File: src/logic/eth_pkg.sv
`default_nettype none

package eth_pkg;

    // Destination MAC, source MAC, EtherType
    localparam int ETH_HDR_BYTES = 14;

    localparam logic [47:0] ETH_BCAST_MAC = 48'hFFFF_FFFF_FFFF;

    localparam logic [15:0] ETHERTYPE_IPV4 = 16'h0800;

endpackage

`default_nettype wire

File: src/logic/ip_pkg.sv
`default_nettype none

package ip_pkg;

    localparam int IP_HDR_BYTES = 20; // No options

    localparam logic [3:0] IP_VERSION = 4'd4;
    localparam logic [3:0] IP_IHL_MIN = 4'd5;

    typedef struct packed {
        logic [47:0] eth_src_mac;
        logic [5:0]  dscp;
        logic [1:0]  ecn;
        logic [15:0] length;
        logic [15:0] identification;
        logic [2:0]  flags;
        logic [12:0] fragment_offset;
        logic [7:0]  ttl;
        logic [7:0]  protocol;
        logic [15:0] header_checksum;
        logic [31:0] source_ip;
        logic [31:0] dest_ip;
    } ip_hdr_t;

endpackage

`default_nettype wire

File: src/logic/eth_hdr_rx.sv
`default_nettype none

module eth_hdr_rx (
    input  wire         clk,
    input  wire         rst_n,
    input  wire  [47:0] local_mac,

    input  wire  [7:0]  s_axis_tdata,
    input  wire         s_axis_tvalid,
    output logic        s_axis_tready,
    input  wire         s_axis_tlast,
    input  wire         s_axis_tuser,

    output logic [47:0] eth_src_mac,
    output logic [7:0]  m_tdata,
    output logic        m_tvalid,
    input  wire         m_tready,
    output logic        m_tlast,
    output logic        m_tuser
);

typedef enum logic [1:0] {ST_HDR, ST_PASS, ST_DROP} state_t;

state_t       state;
logic [3:0]   byte_cnt;
logic [103:0] hdr_sr;     // First 13 header bytes
logic [111:0] hdr_next;
logic         s_fire;
logic         hdr_end;
logic         frame_ok;

assign s_fire   = s_axis_tvalid && s_axis_tready;
assign hdr_next = {hdr_sr, s_axis_tdata};
assign hdr_end  = s_fire && state == ST_HDR &&
                  byte_cnt == 4'(eth_pkg::ETH_HDR_BYTES - 1);

// Unicast to us or broadcast, IPv4 only
assign frame_ok = (hdr_next[111:64] == local_mac ||
                   hdr_next[111:64] == eth_pkg::ETH_BCAST_MAC) &&
                  hdr_next[15:0] == eth_pkg::ETHERTYPE_IPV4;

// Also holds off the next header while the last byte is still pending,
// so eth_src_mac cannot move under the consumer
assign s_axis_tready = (state == ST_DROP) || !m_tvalid || m_tready;

always_ff @(posedge clk or negedge rst_n) begin
    if (!rst_n) begin
        state    <= ST_HDR;
        byte_cnt <= '0;
        m_tvalid <= 1'b0;
    end else begin
        if (m_tready) begin
            m_tvalid <= 1'b0;
        end
        if (s_fire) begin
            case (state)
                ST_HDR: begin
                    if (s_axis_tlast) begin
                        byte_cnt <= '0; // Runt frame
                    end else if (hdr_end) begin
                        byte_cnt <= '0;
                        state    <= frame_ok ? ST_PASS : ST_DROP;
                    end else begin
                        byte_cnt <= byte_cnt + 4'd1;
                    end
                end
                ST_PASS: begin
                    m_tvalid <= 1'b1;
                    if (s_axis_tlast) begin
                        state <= ST_HDR;
                    end
                end
                default: begin
                    if (s_axis_tlast) begin
                        state <= ST_HDR;
                    end
                end
            endcase
        end
    end
end

always_ff @(posedge clk) begin
    if (s_fire && state == ST_HDR) begin
        hdr_sr <= hdr_next[103:0];
    end
    if (hdr_end) begin
        eth_src_mac <= hdr_next[63:16];
    end
    if (s_fire && state == ST_PASS) begin
        m_tdata <= s_axis_tdata;
        m_tlast <= s_axis_tlast;
        m_tuser <= s_axis_tlast && s_axis_tuser;
    end
end

endmodule

`default_nettype wire

File: src/logic/ip_hdr_check.sv
`default_nettype none

module ip_hdr_check (
    input  wire             clk,
    input  wire             rst_n,
    input  wire  [31:0]     local_ip,

    input  wire  [7:0]      eth_payload_tdata,
    input  wire             eth_payload_tvalid,
    output logic            eth_payload_tready,
    input  wire             eth_payload_tlast,
    input  wire             eth_payload_tuser,
    input  wire  [47:0]     eth_src_mac,

    output ip_pkg::ip_hdr_t hdr_bundle,
    output logic            hdr_valid,
    input  wire             hdr_ready,

    output logic [7:0]      ip_payload_tdata,
    output logic            ip_payload_tvalid,
    input  wire             ip_payload_tready,
    output logic            ip_payload_tlast,
    output logic            ip_payload_tuser,

    output logic            error_invalid_header,
    output logic            error_invalid_checksum,
    output logic            error_early_termination
);

typedef enum logic [1:0] {ST_HDR, ST_WAIT, ST_PAYLOAD, ST_SKIP} state_t;

state_t       state;
logic [4:0]   byte_cnt;
logic [151:0] hdr_sr;
logic [159:0] hdr_next;   // Byte 0 in the top bits
logic [15:0]  ip_len;
logic [19:0]  csum_acc;
logic [19:0]  csum_next;
logic [16:0]  fold1;
logic [15:0]  fold2;
logic [15:0]  rem_len;
logic         tail_done;  // tlast already seen on the last header byte
logic         in_fire;
logic         hdr_end;
logic         hdr_bad;
logic         csum_bad;

assign in_fire  = eth_payload_tvalid && eth_payload_tready;
assign hdr_next = {hdr_sr, eth_payload_tdata};
assign ip_len   = hdr_next[143:128];
assign hdr_end  = in_fire && state == ST_HDR &&
                  byte_cnt == 5'(ip_pkg::IP_HDR_BYTES - 1);

// Add a 16-bit word on every odd byte
assign csum_next = byte_cnt[0] ? csum_acc + 20'({hdr_sr[7:0], eth_payload_tdata}) : csum_acc;
assign fold1     = 17'(csum_next[15:0]) + 17'(csum_next[19:16]);
assign fold2     = fold1[15:0] + 16'(fold1[16]);
assign csum_bad  = fold2 != 16'hFFFF;

assign hdr_bad = hdr_next[159:156] != ip_pkg::IP_VERSION ||
                 hdr_next[155:152] != ip_pkg::IP_IHL_MIN ||
                 hdr_next[31:0] != local_ip ||
                 ip_len < 16'(ip_pkg::IP_HDR_BYTES); // Length shorter than the header itself

// Stalled while the header waits to be taken
assign eth_payload_tready = (state == ST_HDR) || (state == ST_SKIP) ||
                            (state == ST_PAYLOAD && (!ip_payload_tvalid || ip_payload_tready));

always_ff @(posedge clk or negedge rst_n) begin
    if (!rst_n) begin
        state                   <= ST_HDR;
        byte_cnt                <= '0;
        csum_acc                <= '0;
        rem_len                 <= '0;
        tail_done               <= 1'b0;
        hdr_valid               <= 1'b0;
        ip_payload_tvalid       <= 1'b0;
        error_invalid_header    <= 1'b0;
        error_invalid_checksum  <= 1'b0;
        error_early_termination <= 1'b0;
    end else begin
        error_invalid_header    <= 1'b0;
        error_invalid_checksum  <= 1'b0;
        error_early_termination <= 1'b0;
        if (hdr_ready) begin
            hdr_valid <= 1'b0;
        end
        if (ip_payload_tready) begin
            ip_payload_tvalid <= 1'b0;
        end
        case (state)
            ST_HDR: begin
                if (in_fire) begin
                    if (hdr_end || eth_payload_tlast) begin
                        byte_cnt <= '0;
                        csum_acc <= '0;
                    end else begin
                        byte_cnt <= byte_cnt + 5'd1;
                        csum_acc <= csum_next;
                    end
                    if (hdr_end) begin
                        tail_done <= eth_payload_tlast;
                        rem_len   <= ip_len - 16'(ip_pkg::IP_HDR_BYTES);
                        if (hdr_bad) begin
                            error_invalid_header <= 1'b1;
                            state <= eth_payload_tlast ? ST_HDR : ST_SKIP;
                        end else if (csum_bad) begin
                            error_invalid_checksum <= 1'b1;
                            state <= eth_payload_tlast ? ST_HDR : ST_SKIP;
                        end else if (eth_payload_tlast &&
                                     ip_len != 16'(ip_pkg::IP_HDR_BYTES)) begin
                            error_early_termination <= 1'b1; // Payload missing entirely
                        end else begin
                            hdr_valid <= 1'b1;
                            state     <= ST_WAIT;
                        end
                    end else if (eth_payload_tlast) begin
                        error_early_termination <= 1'b1; // Truncated header
                    end
                end
            end
            ST_WAIT: begin
                if (hdr_ready) begin
                    if (tail_done) begin
                        state <= ST_HDR;
                    end else begin
                        state <= (rem_len == 16'd0) ? ST_SKIP : ST_PAYLOAD;
                    end
                end
            end
            ST_PAYLOAD: begin
                if (in_fire) begin
                    ip_payload_tvalid <= 1'b1;
                    rem_len           <= rem_len - 16'd1;
                    if (rem_len == 16'd1) begin
                        state <= eth_payload_tlast ? ST_HDR : ST_SKIP; // Trim padding
                    end else if (eth_payload_tlast) begin
                        state                   <= ST_HDR;
                        error_early_termination <= 1'b1;
                    end
                end
            end
            default: begin
                if (in_fire && eth_payload_tlast) begin
                    state <= ST_HDR;
                end
            end
        endcase
    end
end

always_ff @(posedge clk) begin
    if (in_fire && state == ST_HDR) begin
        hdr_sr <= hdr_next[151:0];
    end
    if (hdr_end) begin
        hdr_bundle.eth_src_mac     <= eth_src_mac;
        hdr_bundle.dscp            <= hdr_next[151:146];
        hdr_bundle.ecn             <= hdr_next[145:144];
        hdr_bundle.length          <= ip_len;
        hdr_bundle.identification  <= hdr_next[127:112];
        hdr_bundle.flags           <= hdr_next[111:109];
        hdr_bundle.fragment_offset <= hdr_next[108:96];
        hdr_bundle.ttl             <= hdr_next[95:88];
        hdr_bundle.protocol        <= hdr_next[87:80];
        hdr_bundle.header_checksum <= hdr_next[79:64];
        hdr_bundle.source_ip       <= hdr_next[63:32];
        hdr_bundle.dest_ip         <= hdr_next[31:0];
    end
    if (in_fire && state == ST_PAYLOAD) begin
        ip_payload_tdata <= eth_payload_tdata;
        ip_payload_tlast <= eth_payload_tlast || rem_len == 16'd1;
        // Short frame or MAC error on the final byte
        ip_payload_tuser <= eth_payload_tlast && (eth_payload_tuser || rem_len != 16'd1);
    end
end

endmodule

`default_nettype wire

File: src/logic/rx_skid.sv
`default_nettype none

module rx_skid #(
    parameter type payload_t = logic [7:0]
) (
    input  wire           clk,
    input  wire           rst_n,

    input  wire payload_t in_data,
    input  wire           in_valid,
    output logic          in_ready,

    output payload_t      out_data,
    output logic          out_valid,
    input  wire           out_ready
);

payload_t spare_data;
logic     spare_valid;
logic     in_fire;
logic     main_load;

// Ready comes straight from a flop
assign in_ready  = !spare_valid;
assign in_fire   = in_valid && in_ready;
assign main_load = out_ready || !out_valid;

always_ff @(posedge clk or negedge rst_n) begin
    if (!rst_n) begin
        out_valid   <= 1'b0;
        spare_valid <= 1'b0;
    end else begin
        if (main_load) begin
            if (spare_valid) begin
                out_valid   <= 1'b1;
                spare_valid <= 1'b0; // Drain spare first
            end else begin
                out_valid <= in_fire;
            end
        end else if (in_fire) begin
            spare_valid <= 1'b1;
        end
    end
end

always_ff @(posedge clk) begin
    if (main_load) begin
        out_data <= spare_valid ? spare_data : in_data;
    end
    if (in_fire && !main_load) begin
        spare_data <= in_data;
    end
end

endmodule

`default_nettype wire

File: src/logic/ip_rx_top.sv
`default_nettype none

module ip_rx_top (
    input  wire         clk,
    input  wire         rst_n,
    input  wire  [$bits(eth_pkg::ETH_BCAST_MAC)-1:0] local_mac,
    input  wire  [31:0] local_ip,

    input  wire  [7:0]  s_axis_tdata,
    input  wire         s_axis_tvalid,
    output wire         s_axis_tready,
    input  wire         s_axis_tlast,
    input  wire         s_axis_tuser,

    output wire         m_ip_hdr_valid,
    input  wire         m_ip_hdr_ready,
    output wire  [$bits(eth_pkg::ETH_BCAST_MAC)-1:0] m_ip_eth_src_mac,
    output wire  [5:0]  m_ip_dscp,
    output wire  [1:0]  m_ip_ecn,
    output wire  [15:0] m_ip_length,
    output wire  [15:0] m_ip_identification,
    output wire  [2:0]  m_ip_flags,
    output wire  [12:0] m_ip_fragment_offset,
    output wire  [7:0]  m_ip_ttl,
    output wire  [7:0]  m_ip_protocol,
    output wire  [15:0] m_ip_header_checksum,
    output wire  [31:0] m_ip_source_ip,
    output wire  [31:0] m_ip_dest_ip,

    output wire  [7:0]  m_ip_payload_axis_tdata,
    output wire         m_ip_payload_axis_tvalid,
    input  wire         m_ip_payload_axis_tready,
    output wire         m_ip_payload_axis_tlast,
    output wire         m_ip_payload_axis_tuser,

    output wire         error_invalid_header,
    output wire         error_invalid_checksum,
    output wire         error_early_termination
);

typedef struct packed {
    logic [7:0] tdata;
    logic       tlast;
    logic       tuser;
} axis_byte_t;

wire [7:0]  eth_payload_tdata;
wire        eth_payload_tvalid;
wire        eth_payload_tready;
wire        eth_payload_tlast;
wire        eth_payload_tuser;
wire [47:0] eth_src_mac;

ip_pkg::ip_hdr_t hdr_bundle;
ip_pkg::ip_hdr_t hdr_out;
wire             hdr_valid;
wire             hdr_ready;

wire [7:0]  ip_payload_tdata;
wire        ip_payload_tvalid;
wire        ip_payload_tready;
wire        ip_payload_tlast;
wire        ip_payload_tuser;
axis_byte_t payload_in;
axis_byte_t payload_out;

eth_hdr_rx u_eth_hdr_rx (
    .clk(clk),
    .rst_n(rst_n),
    .local_mac(local_mac),
    .s_axis_tdata(s_axis_tdata),
    .s_axis_tvalid(s_axis_tvalid),
    .s_axis_tready(s_axis_tready),
    .s_axis_tlast(s_axis_tlast),
    .s_axis_tuser(s_axis_tuser),
    .eth_src_mac(eth_src_mac),
    .m_tdata(eth_payload_tdata),
    .m_tvalid(eth_payload_tvalid),
    .m_tready(eth_payload_tready),
    .m_tlast(eth_payload_tlast),
    .m_tuser(eth_payload_tuser)
);

ip_hdr_check u_ip_hdr_check (
    .clk(clk),
    .rst_n(rst_n),
    .local_ip(local_ip),
    .eth_payload_tdata(eth_payload_tdata),
    .eth_payload_tvalid(eth_payload_tvalid),
    .eth_payload_tready(eth_payload_tready),
    .eth_payload_tlast(eth_payload_tlast),
    .eth_payload_tuser(eth_payload_tuser),
    .eth_src_mac(eth_src_mac),
    .hdr_bundle(hdr_bundle),
    .hdr_valid(hdr_valid),
    .hdr_ready(hdr_ready),
    .ip_payload_tdata(ip_payload_tdata),
    .ip_payload_tvalid(ip_payload_tvalid),
    .ip_payload_tready(ip_payload_tready),
    .ip_payload_tlast(ip_payload_tlast),
    .ip_payload_tuser(ip_payload_tuser),
    .error_invalid_header(error_invalid_header),
    .error_invalid_checksum(error_invalid_checksum),
    .error_early_termination(error_early_termination)
);

rx_skid #(.payload_t(ip_pkg::ip_hdr_t)) u_hdr_slice (
    .clk(clk),
    .rst_n(rst_n),
    .in_data(hdr_bundle),
    .in_valid(hdr_valid),
    .in_ready(hdr_ready),
    .out_data(hdr_out),
    .out_valid(m_ip_hdr_valid),
    .out_ready(m_ip_hdr_ready)
);

assign payload_in = '{tdata: ip_payload_tdata, tlast: ip_payload_tlast, tuser: ip_payload_tuser};

rx_skid #(.payload_t(axis_byte_t)) u_payload_slice (
    .clk(clk),
    .rst_n(rst_n),
    .in_data(payload_in),
    .in_valid(ip_payload_tvalid),
    .in_ready(ip_payload_tready),
    .out_data(payload_out),
    .out_valid(m_ip_payload_axis_tvalid),
    .out_ready(m_ip_payload_axis_tready)
);

assign m_ip_payload_axis_tdata = payload_out.tdata;
assign m_ip_payload_axis_tlast = payload_out.tlast;
assign m_ip_payload_axis_tuser = payload_out.tuser;

assign m_ip_eth_src_mac     = hdr_out.eth_src_mac;
assign m_ip_dscp            = hdr_out.dscp;
assign m_ip_ecn             = hdr_out.ecn;
assign m_ip_length          = hdr_out.length;
assign m_ip_identification  = hdr_out.identification;
assign m_ip_flags           = hdr_out.flags;
assign m_ip_fragment_offset = hdr_out.fragment_offset;
assign m_ip_ttl             = hdr_out.ttl;
assign m_ip_protocol        = hdr_out.protocol;
assign m_ip_header_checksum = hdr_out.header_checksum;
assign m_ip_source_ip       = hdr_out.source_ip;
assign m_ip_dest_ip         = hdr_out.dest_ip;

endmodule

`default_nettype wire

File: config.mk
export PLATFORM = sky130hd
export DESIGN_NAME = ip_rx_top
export DESIGN_NICKNAME = d
export VERILOG_FILES = /design/src/logic/eth_pkg.sv /design/src/logic/ip_pkg.sv /design/src/logic/eth_hdr_rx.sv /design/src/logic/ip_hdr_check.sv /design/src/logic/rx_skid.sv /design/src/logic/ip_rx_top.sv
export SDC_FILE = /design/constraint.sdc
export NUM_CORES = 1
export LEC_CHECK = 0
export BUFFER_PORTS_ARGS = -buffer_cell sky130_fd_sc_hd__buf_4
export CAP_MARGIN = 0
export CELL_PAD_IN_SITES_DETAIL_PLACEMENT = 0
export CELL_PAD_IN_SITES_GLOBAL_PLACEMENT = 1
export CORE_ASPECT_RATIO = 1.25
export CORE_MARGIN = 4
export CORE_UTILIZATION = 50
export CTS_BUF_LIST = sky130_fd_sc_hd__clkbuf_2 sky130_fd_sc_hd__clkbuf_4 sky130_fd_sc_hd__clkbuf_8
export DETAILED_ROUTE_END_ITERATION = 8
export PLACE_DENSITY = 0.81
export RECOVER_POWER = 100
export SYNTH_ARGS = -nofsm -noshare
export SYNTH_HDL_FRONTEND = slang
export SYNTH_SLANG_ARGS = --single-unit
File: constraint.sdc
create_clock -name clk -period 36.9 [get_ports clk]
set_input_delay 5.535 -clock clk [delete_from_list [all_inputs] [get_ports clk]]
set_output_delay 5.535 -clock clk [all_outputs]
set_load 0.01 [all_outputs]
==> results of run 1 <==
==> flip-flops by register name, summed over array words and instances, names as in the netlist, 10 cells and up <==
register / cells
u_eth_hdr_rx.eth_src_mac: 48
u_hdr_slice.out_data: 200
u_ip_hdr_check.hdr_sr: 152
u_payload_slice.spare_data: 10
u_ip_hdr_check.csum_acc: 20
u_payload_slice.out_data: 10
u_hdr_slice.spare_data: 200
u_ip_hdr_check.rem_len: 16
u_eth_hdr_rx.hdr_sr: 104
u_ip_hdr_check.hdr_bundle: 200
==> synthesized netlist by cell type, types with 4 or more instances <==
cell | count | area, sq um
sky130_fd_sc_hd__a21oi_1 | 34 | 170
sky130_fd_sc_hd__a21o_1 | 9 | 67.6
sky130_fd_sc_hd__clkbuf_1 | 39 | 146
sky130_fd_sc_hd__a31oi_1 | 8 | 50.1
sky130_fd_sc_hd__nand2_1 | 73 | 274
sky130_fd_sc_hd__o21ai_0 | 45 | 225
sky130_fd_sc_hd__a211oi_2 | 4 | 50.1
sky130_fd_sc_hd__inv_1 | 28 | 105
sky130_fd_sc_hd__ha_1 | 32 | 400
sky130_fd_sc_hd__edfxtp_1 | 944 | 28300
sky130_fd_sc_hd__nand3_1 | 28 | 140
sky130_fd_sc_hd__nor4b_1 | 4 | 35.0
sky130_fd_sc_hd__nand4_1 | 37 | 231
sky130_fd_sc_hd__dfrtp_1 | 60 | 1500
sky130_fd_sc_hd__nor2b_1 | 8 | 50.1
sky130_fd_sc_hd__o31ai_1 | 12 | 90.1
sky130_fd_sc_hd__nor4_1 | 16 | 100
sky130_fd_sc_hd__nor3_1 | 20 | 100
sky130_fd_sc_hd__xor2_1 | 25 | 219
sky130_fd_sc_hd__a211oi_1 | 6 | 45.0
sky130_fd_sc_hd__xnor2_1 | 85 | 744
sky130_fd_sc_hd__o22ai_1 | 11 | 68.8
sky130_fd_sc_hd__mux2_2 | 214 | 2410
sky130_fd_sc_hd__mux2i_1 | 9 | 90.1
sky130_fd_sc_hd__or4_1 | 5 | 37.5
sky130_fd_sc_hd__o211ai_1 | 4 | 30.0
sky130_fd_sc_hd__a22o_1 | 8 | 70.1
sky130_fd_sc_hd__nor2_1 | 56 | 210
sky130_fd_sc_hd__o21a_1 | 8 | 60.1
sky130_fd_sc_hd__and2_1 | 4 | 25.0
sky130_fd_sc_hd__or3_1 | 7 | 43.8
sky130_fd_sc_hd__nand2b_1 | 10 | 62.6
==> cell families after synthesis <==
logic type	share of synthesized area, %
DFF	80.6
and+or+nand+nor	4.14
muxes	6.79
AOI/OAI and AO/OA	3.82
xor gates and xnor gates	2.65
buffers and inverters	0.767
adders and majority gates	1.19
==> per-stage QoR <==
step	instances	hold slack, ps
after detailed placement	3179	405
after floorplan	1935	400
after global routing	3441	418
after global placement	3179	401
final	3441	415
after CTS	3438	414
==> power by group <==
| part | total, W | internal [W] | switching, W |
|---|---|---|---|
| Combinational | 0.0000782 | 0.0000333 | 0.0000450 |
| Sequential | 0.00127 | 0.00125 | 0.0000203 |
| Clock | 0.000850 | 0.000438 | 0.000412 |
==> layout make-up <==
class                   count  area [sq um]  share of cell area (%)
multi-input cells         858          6890                    16.2
inverters                  29           113                   0.266
diodes                      3          7.51                  0.0177
repair buffers            328          1540                    3.62
clock buffers             188          2320                    5.47
well taps                 960          1200                    2.83
flip-flops and latches   1004         29800                    70.4
clock inverters            71           488                    1.15
==> how the worst max path moves through the flow <==
| stage | start | slack (ps) | endpoint |
|---|---|---|---|
| 5_1_grt | u_ip_hdr_check.state[0] | 19520 | u_ip_hdr_check.hdr_bundle[38] |
| 6_report | u_ip_hdr_check.state[0] | 21120 | u_ip_hdr_check.hdr_bundle[57] |
| 2_1_floorplan | m_ip_hdr_ready | 6850 | u_hdr_slice.spare_data[0] |
| 3_3_place_gp | local_ip[23] | 28320 | u_ip_hdr_check.state[1] |
| 4_1_cts | u_ip_hdr_check.state[0] | 28220 | s_axis_tready |
| 3_5_place_dp | local_ip[23] | 28290 | u_ip_hdr_check.state[1] |
==> per-layer routing <==
| metal | up-vias | part of all wire (%) |
|---|---|---|
| met5 | - | 0 |
| met4 | 0 | 2.8 |
| met3 | 142 | 5.6 |
| met2 | 591 | 50 |
| met1 | 9235 | 42 |
| li1 | 8479 | - |
==> PnR_summary.wiki, run 1 <==
{| class="wikitable"
! Metric !! Value
|-
| # H-tree levels || 4
|-
| Hold-critical path depth || 0
|-
| Final-layout setup total negative slack || 0 ps
|-
| Setup slack at placement || 28290 ps
|-
| Number of buffers added on ports || 310
|-
| Width of the die || 251 um
|-
| Clock period minus final worst setup slack || 15780 ps
|-
| Number of setup violations in the final report || 0
|-
| Met3 track demand over resource || 4.10%
|-
| Site row count || 111
|-
| Number of buffers inserted during clock tree synthesis || 143
|-
| Maximum operating frequency || 63.4 MHz
|-
| Reg2reg path depth || 11
|-
| Final cell utilization of the core || 57.8%
|-
| Number of stages on the worst setup path || 11
|-
| CP Launch Type || flip-flop
|-
| I/O pin count || 311
|-
| Post-synthesis average cell area || 19.1 sq um
|-
| Number of nets in the synthesized netlist || 2064
|-
| Capture instance of the worst register-to-register path || u_ip_hdr_check.hdr_bundle[57]
|-
| Worst slew slack as a fraction of its limit || -309%
|-
| Hold Crit Endpoint || u_ip_hdr_check.hdr_bundle[186]
|-
| Net count reported at finish || 2493
|-
| Antenna violations before repair || 3
|-
| TritonCTS clock tree || built
|-
| Post-synth ARST share || 5.98%
|-
| First-pass GRT wire length || 114 mm
|-
| Peak ir drop on the vdd network || 0.0359 mV
|-
| Iteration count of the initial detailed-routing pass || 7
|-
| Max stage delay on crit path || 4570 ps
|-
| Number of routed nets with antenna violations || 0
|-
| Met1 global-route usage || 25.0%
|-
| Count of final max-slew check failures || 1250
|-
| Category of the most critical setup path || flip-flop to flip-flop
|-
| Instance area after placement || 40500 sq um
|-
| Setup repair after global routing missed its margin || false
|-
| Leading cell type in the layout, fill and taps excluded || sky130_fd_sc_hd__edfxtp_1
|-
| Detailed-route DRC error count || 0
|-
| Number of buffers between clock root and the deepest sink || 3
|-
| Overall global routing resource usage || 19.0%
|-
| Insertion delay to the later sink of the worst-skew pair || 790 ps
|-
| Critical Path RT || 36790 ps
|-
| Die Area || 78500 sq um
|-
| Most used flip-flop cell after synthesis || sky130_fd_sc_hd__edfxtp_1
|-
| EDFF count, synth || 944
|-
| HPWL after detailed placement || 49.6 mm
|-
| Via count of the first global-routing pass || 19000
|-
| Sequential area share after synthesis || 80.6%
|-
| Class of the worst hold path || flip-flop to flip-flop
|-
| Maximum number of pins on one net before global-route repair || 126
|-
| Number of failing hold endpoints at the final stage || 0
|-
| Top delay family on crit path || buffers and inverters
|-
| Critical path fanouts, max || 125
|-
| Pleak || 14.1 nW
|-
| Starting density of the core || 50.5%
|-
| P&R area growth vs syn || 14.5%
|-
| Via density || 5.36
|-
| Violated checks || max-capacitance violations, max-slew violations
|-
| CP Buf/Inv Count || 5
|-
| Routing usage on met2 || 31.5%
|-
| Post-CTS Setup Inserts || 0
|-
| Post-synthesis sequential element count || 1004
|-
| Layout Cell Area excl Fill || 42400 sq um
|-
| Worst flop-to-flop path startpoint || u_ip_hdr_check.state[0]
|-
| Core Box Area || 73300 sq um
|-
| Routed wire length || 75.5 mm
|-
| Die extent in y || 312 um
|-
| Clock-pin slew on the worst setup and hold paths || 70 ps
|-
| Power per unit of standard cell area || 51.9 nW/um^2
|-
| Status || complete, but fails checks
|-
| Synth unique cells || 86
|-
| Most used routing layer || met2
|-
| Slew at the pin closest to its max-slew limit || 6110 ps
|-
| Cells after Synth || 1935
|-
| Synth Warn # || 0
|-
| Max capacitance violation total || 19
|-
| Post-synthesis instance area || 37000 sq um
|-
| Slowest cell on the critical path || sky130_fd_sc_hd__clkinvlp_2
|-
| Via count || 18400
|-
| Setup clock skew after layout || 47.5 ps
|-
| Sink count of the clock tree || 1004
|-
| Per-cell routed wire length || 21.9 um
|-
| Post-CTS Resized || 0
|-
| Origin of the worst min-delay path || u_eth_hdr_rx.eth_src_mac[34]
|-
| Critical Path Sink Type || flip-flop
|-
| Crit path DAT || 15660 ps
|-
| Fraction of layout instances using a drive strength above 1 || 20.9%
|-
| Total of hold buffers inserted after clock tree synthesis || 0
|-
| PnR Total Power || 0.00220 W
|-
| Leading cell types in the layout, fill and taps excluded || sky130_fd_sc_hd__edfxtp_1, sky130_fd_sc_hd__clkbuf_1, sky130_fd_sc_hd__mux2_2
|-
| Share of the cycle needed by the critical path after routing || 42.8%
|-
| Worst reg2reg setup slack || 21120 ps
|-
| Number of DRC markers after the initial detailed-route iteration || 1480
|-
| Final worst setup slack || 21120 ps
|-
| Crit path cell chain || inv_1 -> ha_1 -> a21boi_0 -> nor2b_1 -> nand2_1 -> clkbuf_1 -> clkinvlp_2 -> nand2_1 -> or3_1 -> clkinvlp_2 -> clkbuf_1
|-
| Count of filler cells inserted in the layout || 5568
|-
| Buffer cell driving the clock tree root || sky130_fd_sc_hd__clkbuf_8
|-
| Routability Congestion || 0.872
|-
| Remaining Overflow, GRT || 0
|}
No activity file was read; power rests on OpenSTA's default activity.
==> run 2, diff against run 1 <==
--- a/config.mk
+++ b/config.mk
@@ -11,10 +11,10 @@
 export CELL_PAD_IN_SITES_GLOBAL_PLACEMENT = 1
 export CORE_ASPECT_RATIO = 1.25
 export CORE_MARGIN = 4
-export CORE_UTILIZATION = 50
+export CORE_UTILIZATION = 48
 export CTS_BUF_LIST = sky130_fd_sc_hd__clkbuf_2 sky130_fd_sc_hd__clkbuf_4 sky130_fd_sc_hd__clkbuf_8
 export DETAILED_ROUTE_END_ITERATION = 8
-export PLACE_DENSITY = 0.81
+export PLACE_DENSITY = 0.82
 export RECOVER_POWER = 100
 export SYNTH_ARGS = -nofsm -noshare
 export SYNTH_HDL_FRONTEND = slang
==> constraint.sdc (replaced) <==
create_clock -name clk -period 13.6 [get_ports clk]
set_input_delay 2.04 -clock clk [delete_from_list [all_inputs] [get_ports clk]]
set_output_delay 2.04 -clock clk [all_outputs]
set_load 0.01 [all_outputs]
==> run 2 against run 1 <==
Compared with the run above: the flow still finishes with violations (max-capacitance violations, max-slew violations); wire length is 3.2% higher; global-route usage fell by 0.13 points; first-iteration DRC count up 1.4%; final cell count is 0.81% higher; largest cell class unchanged.
==> PnR_summary.wiki, run 2 (synthesis results as in run 1) <==
{| class="wikitable"
! Metric !! Value
|-
| Share of the cycle needed by the critical path after routing || 65.8%
|-
| Class of the worst hold path || flip-flop to flip-flop
|-
| Leading cell types in the layout, fill and taps excluded || sky130_fd_sc_hd__edfxtp_1, sky130_fd_sc_hd__clkbuf_1, sky130_fd_sc_hd__mux2_2
|-
| Routability Congestion || 0.881
|-
| Via count of the first global-routing pass || 19300
|-
| Fraction of layout instances using a drive strength above 1 || 21.0%
|-
| Count of final max-slew check failures || 888
|-
| Status || complete, but fails checks
|-
| Final cell count without fillers || 3469
|-
| Top Registers || u_hdr_slice.out_data (200), u_hdr_slice.spare_data (200), u_ip_hdr_check.hdr_bundle (200)
|-
| Slew at the pin closest to its max-slew limit || 4440 ps
|-
| Max capacitance violation total || 14
|-
| Setup repair after global routing missed its margin || false
|-
| # H-tree levels || 4
|-
| Core Box Area || 76200 sq um
|-
| I/O pin count || 311
|-
| Critical Path Sink Type || flip-flop
|-
| Most Frequent Cell on Critical Path || sky130_fd_sc_hd__nand2_1
|-
| Critical Path RT || 14240 ps
|-
| Hold_ws || 403 ps
|-
| Post-CTS Setup Inserts || 0
|-
| CP Launch Type || flip-flop
|-
| Crit path cell chain || inv_1 -> ha_1 -> a21boi_0 -> nor2b_1 -> nand2_1 -> buf_4 -> clkinvlp_2 -> nand2_1 -> or3_1 -> inv_8 -> nor2_1 -> nand2_1 -> o31ai_1
|-
| Starting density of the core || 48.6%
|-
| Per-cell routed wire length || 22.5 um
|-
| HPWL after detailed placement || 51.1 mm
|-
| Number of failing hold endpoints at the final stage || 0
|-
| Peak ir drop on the vdd network || 0.0956 mV
|-
| First-pass GRT wire length || 118 mm
|-
| Buffer cell driving the clock tree root || sky130_fd_sc_hd__clkbuf_8
|-
| Max stage delay on crit path || 3380 ps
|-
| Leading cell type in the layout, fill and taps excluded || sky130_fd_sc_hd__edfxtp_1
|-
| Number of buffers added on ports || 310
|-
| Power per unit of standard cell area || 144 nW/um^2
|-
| Top delay family on crit path || buffers and inverters
|-
| Die Area || 81700 sq um
|-
| Overall global routing resource usage || 18.9%
|-
| Net count reported at finish || 2497
|-
| Number of setup violations in the final report || 0
|-
| Slowest cell on the critical path || sky130_fd_sc_hd__clkinvlp_2
|-
| Inst Count DP || 3196
|-
| Final-layout setup total negative slack || 0 ps
|-
| Antenna violations before repair || 9
|-
| Maximum operating frequency || 112 MHz
|-
| Pleak || 14.2 nW
|-
| Violated checks || max-capacitance violations, max-slew violations
|-
| Number of buffers between clock root and the deepest sink || 3
|-
| Detailed-route DRC error count || 0
|-
| Number of buffers inserted during clock tree synthesis || 147
|-
| Width of the die || 256 um
|-
| Number of DRC markers after the initial detailed-route iteration || 1500
|-
| Clock-pin slew on the worst setup and hold paths || 70 ps
|-
| Die extent in y || 318 um
|-
| TritonCTS clock tree || built
|-
| Site row count || 113
|-
| Total of hold buffers inserted after clock tree synthesis || 0
|-
| Post-CTS Resized || 0
|-
| Sink count of the clock tree || 1004
|-
| Maximum number of pins on one net before global-route repair || 142
|-
| Crit path DAT || 9600 ps
|-
| Clock period minus final worst setup slack || 8950 ps
|-
| Remaining Overflow, GRT || 0
|-
| Iteration count of the initial detailed-routing pass || 6
|-
| Via density || 5.33
|-
| Routed wire length || 77.9 mm
|-
| Worst slew slack as a fraction of its limit || -197%
|-
| Via count || 18500
|-
| CP Buf/Inv Count || 4
|-
| Setup clock skew after layout || 45.5 ps
|-
| Category of the most critical setup path || flip-flop to flip-flop
|-
| P&R area growth vs syn || 15.4%
|-
| Critical path fanouts, max || 141
|-
| Number of routed nets with antenna violations || 0
|-
| PnR Total Power || 0.00615 W
|-
| Insertion delay to the later sink of the worst-skew pair || 780 ps
|}
run 2: through the flow:
step	utilization, %	area [sq um]	setup slack (ps)
2_1_floorplan	-	37000	-5550
3_3_place_gp	53.3	40600	6730
3_5_place_dp	53.3	40600	6490
4_1_cts	57.3	43600	6480
5_1_grt	56.1	42700	3630
6_report	56.1	42700	4650
run 2: worst reg2reg max path, cell delays in order (launching register included):
cell	delay [ps]
sky130_fd_sc_hd__dfrtp_1	390
sky130_fd_sc_hd__inv_1	100
sky130_fd_sc_hd__ha_1	590
sky130_fd_sc_hd__a21boi_0	440
sky130_fd_sc_hd__nor2b_1	140
sky130_fd_sc_hd__nand2_1	90
sky130_fd_sc_hd__buf_4	350
sky130_fd_sc_hd__clkinvlp_2	3420
sky130_fd_sc_hd__nand2_1	1170
sky130_fd_sc_hd__or3_1	500
sky130_fd_sc_hd__inv_8	440
sky130_fd_sc_hd__nor2_1	570
sky130_fd_sc_hd__nand2_1	210
sky130_fd_sc_hd__o31ai_1	430
run 2: worst paths after layout:
kind                                                          to                         start  depth (start not counted)  slack, ps
worst max register to register       u_ip_hdr_check.csum_acc[16]       u_ip_hdr_check.state[0]                         13       4650
worst min register to register    u_ip_hdr_check.hdr_bundle[196]  u_eth_hdr_rx.eth_src_mac[44]                          0        400
worst max-delay path                 u_ip_hdr_check.csum_acc[16]       u_ip_hdr_check.state[0]                         13       4650
max in group asynchronous       u_ip_hdr_check.ip_payload_tvalid                         rst_n                          1       8920
worst min-delay path              u_ip_hdr_check.hdr_bundle[196]  u_eth_hdr_rx.eth_src_mac[44]                          0        400
min in group asynchronous             u_ip_hdr_check.csum_acc[6]                         rst_n                          1       2540
run 2: cell type report:
class                   count  area, sq um
diodes                      6         15.0
clock buffers             198         2470
clock inverters            69          583
fillers                  5867        33500
inverters                  29          119
multi-input cells         858         6890
flip-flops and latches   1004        29800
well taps                 977         1220
repair buffers            328         1580
run 2: report_power, final:
part / switching (W) / internal [W]
Sequential: 0.0000547 / 0.00340
Combinational: 0.000123 / 0.0000908
Clock: 0.00111 / 0.00136
run 2: layer usage:
metal	up-vias	wire (um)	part of all wire, %	global-route usage (%)
li1	8491	-	-	-
met1	9331	32000	41	24.3
met2	551	39500	51	32.0
met3	131	4180	5.4	4.03
met4	0	2240	2.9	6.92
met5	-	0	0	0
==> run 3, diff against run 2 <==
--- a/config.mk
+++ b/config.mk
@@ -5,13 +5,14 @@
 export SDC_FILE = /design/constraint.sdc
 export NUM_CORES = 1
 export LEC_CHECK = 0
+export ABC_AREA = 1
 export BUFFER_PORTS_ARGS = -buffer_cell sky130_fd_sc_hd__buf_4
 export CAP_MARGIN = 0
 export CELL_PAD_IN_SITES_DETAIL_PLACEMENT = 0
 export CELL_PAD_IN_SITES_GLOBAL_PLACEMENT = 1
 export CORE_ASPECT_RATIO = 1.25
 export CORE_MARGIN = 4
-export CORE_UTILIZATION = 48
+export CORE_UTILIZATION = 50
 export CTS_BUF_LIST = sky130_fd_sc_hd__clkbuf_2 sky130_fd_sc_hd__clkbuf_4 sky130_fd_sc_hd__clkbuf_8
 export DETAILED_ROUTE_END_ITERATION = 8
 export PLACE_DENSITY = 0.82
==> constraint.sdc (replaced) <==
create_clock -name clk -period 8.4 [get_ports clk]
set_input_delay 1.26 -clock clk [delete_from_list [all_inputs] [get_ports clk]]
set_output_delay 1.26 -clock clk [all_outputs]
set_load 0.01 [all_outputs]
==> run 3 against run 2 <==
Compared with the run above: the flow still finishes with violations (max-capacitance violations, max-slew violations); clock power up 57%; combinational power grew 88%; first-iteration DRC count decreased by 16%; die area shrank 3.6%; final cell count is 5.2% higher; sequential power is 62% higher; synthesized area increased by 0.32%; hold slack gained 4.1 ps; wire length shrank 3.2%.
==> PnR_summary.wiki, run 3 <==
{| class="wikitable"
! Metric !! Value
|-
| Most area-consuming cells after synthesis || sky130_fd_sc_hd__edfxtp_1, sky130_fd_sc_hd__mux2_2, sky130_fd_sc_hd__dfrtp_1
|-
| Origin of the worst min-delay path || u_eth_hdr_rx.eth_src_mac[0]
|-
| Detailed-route DRC error count || 0
|-
| Per-cell routed wire length || 20.7 um
|-
| Setup repair after global routing missed its margin || false
|-
| Width of the die || 252 um
|-
| Critical Path Sink Type || flip-flop
|-
| Violated checks || max-capacitance violations, max-slew violations
|-
| Power per unit of standard cell area || 232 nW/um^2
|-
| Footprint of the multi-input gates || 6580 sq um
|-
| Critical Path RT || 8660 ps
|-
| Capture instance of the worst register-to-register path || u_hdr_slice.spare_data[30]
|-
| Number of routed nets with antenna violations || 0
|-
| Via density || 5.21
|-
| Starting density of the core || 50.5%
|-
| Number of DRC markers after the initial detailed-route iteration || 1262
|-
| Top Registers || u_hdr_slice.out_data (200), u_hdr_slice.spare_data (200), u_ip_hdr_check.hdr_bundle (200)
|-
| Post-CTS Setup Inserts || 0
|-
| P&R area growth vs syn || 15.0%
|-
| Max capacitance violation total || 12
|-
| Cell type with the largest total area after synthesis || sky130_fd_sc_hd__edfxtp_1
|-
| I/O pin count || 311
|-
| Clock period minus final worst setup slack || 6980 ps
|-
| Crit path DAT || 7250 ps
|-
| Leading cell types in the layout, fill and taps excluded || sky130_fd_sc_hd__edfxtp_1, sky130_fd_sc_hd__clkbuf_1, sky130_fd_sc_hd__nand2_1
|-
| Hold_ws || 407 ps
|-
| Post-synthesis instance area || 37100 sq um
|-
| Site row count || 111
|-
| Most instantiated library cell after synthesis || sky130_fd_sc_hd__edfxtp_1
|-
| Antenna violations before repair || 1
|-
| Peak ir drop on the vdd network || 0.135 mV
|-
| Post-synthesis average cell area || 17.3 sq um
|-
| Via count || 19000
|-
| Share of the synthesized area in the top cell type || 76.3%
|-
| Commonest cells in the netlist || sky130_fd_sc_hd__edfxtp_1, sky130_fd_sc_hd__nand2_1, sky130_fd_sc_hd__mux2_2, sky130_fd_sc_hd__inv_1, sky130_fd_sc_hd__nor2_1
|-
| Cells after Synth || 2144
|-
| Overall global routing resource usage || 19.0%
|-
| PnR Total Power || 0.00991 W
|-
| Core Box Area || 73500 sq um
|-
| Iteration count of the initial detailed-routing pass || 7
|-
| Post-synthesis sequential element count || 1004
|-
| Post-synth ARST share || 5.98%
|-
| Total of hold buffers inserted after clock tree synthesis || 0
|-
| Insertion delay to the later sink of the worst-skew pair || 780 ps
|-
| Worst slew slack as a fraction of its limit || -225%
|-
| Synth unique cells || 56
|-
| Clock-pin slew on the worst setup and hold paths || 60 ps
|-
| First-pass GRT wire length || 115 mm
|-
| Pleak || 15.1 nW
|-
| Most used flip-flop cell after synthesis || sky130_fd_sc_hd__edfxtp_1
|-
| Via count of the first global-routing pass || 19500
|-
| Critical path fanouts, max || 155
|-
| Number of nets in the synthesized netlist || 2273
|-
| Sequential cell area || 29800 sq um
|-
| Status || complete, but fails checks
|-
| Number of buffers between clock root and the deepest sink || 3
|-
| Count of filler cells inserted in the layout || 5588
|-
| Routability Congestion || 0.834
|-
| Worst flop-to-flop path startpoint || u_hdr_slice.out_valid
|-
| Net count reported at finish || 2708
|-
| Buffer cell driving the clock tree root || sky130_fd_sc_hd__clkbuf_8
|-
| HPWL after detailed placement || 49.4 mm
|-
| Post-CTS Resized || 0
|-
| Maximum operating frequency || 143 MHz
|-
| Category of the most critical setup path || input pin to flip-flop
|-
| Number of buffers inserted during clock tree synthesis || 146
|-
| Die Area || 78700 sq um
|-
| Reg2reg path depth || 3
|-
| Routed wire length || 75.4 mm
|-
| TritonCTS clock tree || built
|-
| Maximum number of pins on one net before global-route repair || 172
|-
| Final-layout setup total negative slack || 0 ps
|-
| EDFF count, synth || 944
|-
| Hold Crit Endpoint || u_ip_hdr_check.hdr_bundle[152]
|-
| Leading cell type in the layout, fill and taps excluded || sky130_fd_sc_hd__edfxtp_1
|-
| Fraction of layout instances using a drive strength above 1 || 21.0%
|-
| Layout Cell Area excl Fill || 42700 sq um
|-
| CP Launch Type || input pin
|-
| # H-tree levels || 4
|-
| Class of the worst hold path || flip-flop to flip-flop
|-
| Instance area after placement || 40700 sq um
|-
| Hold-critical path depth || 0
|-
| Share of the cycle needed by the critical path after routing || 83.1%
|-
| Synth Warn # || 0
|-
| Number of buffers added on ports || 310
|-
| Number of setup violations in the final report || 0
|-
| Slew at the pin closest to its max-slew limit || 4880 ps
|-
| Remaining Overflow, GRT || 0
|-
| Die extent in y || 313 um
|-
| Worst reg2reg setup slack || 1530 ps
|-
| Count of final max-slew check failures || 988
|-
| Sequential area share after synthesis || 80.4%
|-
| Setup clock skew after layout || 38.2 ps
|-
| Number of failing hold endpoints at the final stage || 0
|-
| Sink count of the clock tree || 1004
|}
==> run 3: cell count changes after synthesis, sizes merged, moves of 8 or more <==
cell,previous run,this run
a211oi,11,2
a21o,9,1
inv,28,151
mux2i,9,0
nand2,74,230
nand2b,10,0
nand3,30,56
nor2,56,102
nor2b,8,0
o21a,8,0
o21ai,48,64
o31ai,13,2
or3,8,0
xnor2,86,52
==> run 3: routing by layer <==
metal	wire, um	part of all wire (%)	GRT usage, %	up-vias
met5	0	0	0	-
met4	1610	2.1	5.68	0
li1	-	-	-	8869
met2	38300	51	32.2	568
met1	31400	42	25.0	9454
met3	4090	5.4	4.08	105
==> run 3: critical path, cell delays in order <==
cell	delay, ps
sky130_fd_sc_hd__clkbuf_4	110
sky130_fd_sc_hd__inv_1	60
sky130_fd_sc_hd__nand2_1	1780
sky130_fd_sc_hd__nor3b_1	830
sky130_fd_sc_hd__clkbuf_2	2800
==> run 3: area by class of cell <==
cell class / count / area share, %
flip-flops and latches: 1004 / 69.9
well taps: 960 / 2.81
multi-input cells: 951 / 15.4
clock inverters: 53 / 1.03
repair buffers: 324 / 3.65
inverters: 152 / 1.34
clock buffers: 203 / 5.87
diodes: 1 / 0.00586
==> run 3: logic make-up after synthesis <==
logic type / synth area share (%)
AOI/OAI and AO/OA: 2.45
xor gates and xnor gates: 1.89
adders and majority gates: 1.19
buffers and inverters: 1.91
DFF: 80.4
muxes: 6.37
and+or+nand+nor: 5.81
==> run 3: how the worst max path moves through the flow <==
stage	from	end	slack, ps	cells past startpoint
5_1_grt	m_ip_hdr_ready	u_hdr_slice.spare_data[30]	790	5
2_1_floorplan	u_ip_hdr_check.state[0]	u_ip_hdr_check.csum_acc[11]	430	12
6_report	m_ip_hdr_ready	u_hdr_slice.spare_data[30]	1420	5
3_3_place_gp	u_eth_hdr_rx.m_tdata[1]	u_ip_hdr_check.state[1]	2360	44
4_1_cts	u_eth_hdr_rx.m_tdata[1]	u_ip_hdr_check.error_early_termination	2120	39
3_5_place_dp	u_eth_hdr_rx.m_tdata[0]	u_ip_hdr_check.state[1]	2150	43
==> run 3: where the power goes <==
part,switching (W),internal (W)
registers,0.0000844,0.00553
clock network,0.00177,0.00212
logic,0.000252,0.000150
total,0.00211,0.00780
==> run 3: metrics by stage <==
step | util [%] | std cells | worst slack [ps]
4_1_cts | 59.5 | 3647 | 2120
3_5_place_dp | 55.4 | 3391 | 2150
6_report | 58.1 | 3648 | 1420
5_1_grt | 58.1 | 3648 | 791
2_1_floorplan | - | 2144 | 432
3_3_place_gp | 55.4 | 3391 | 2360
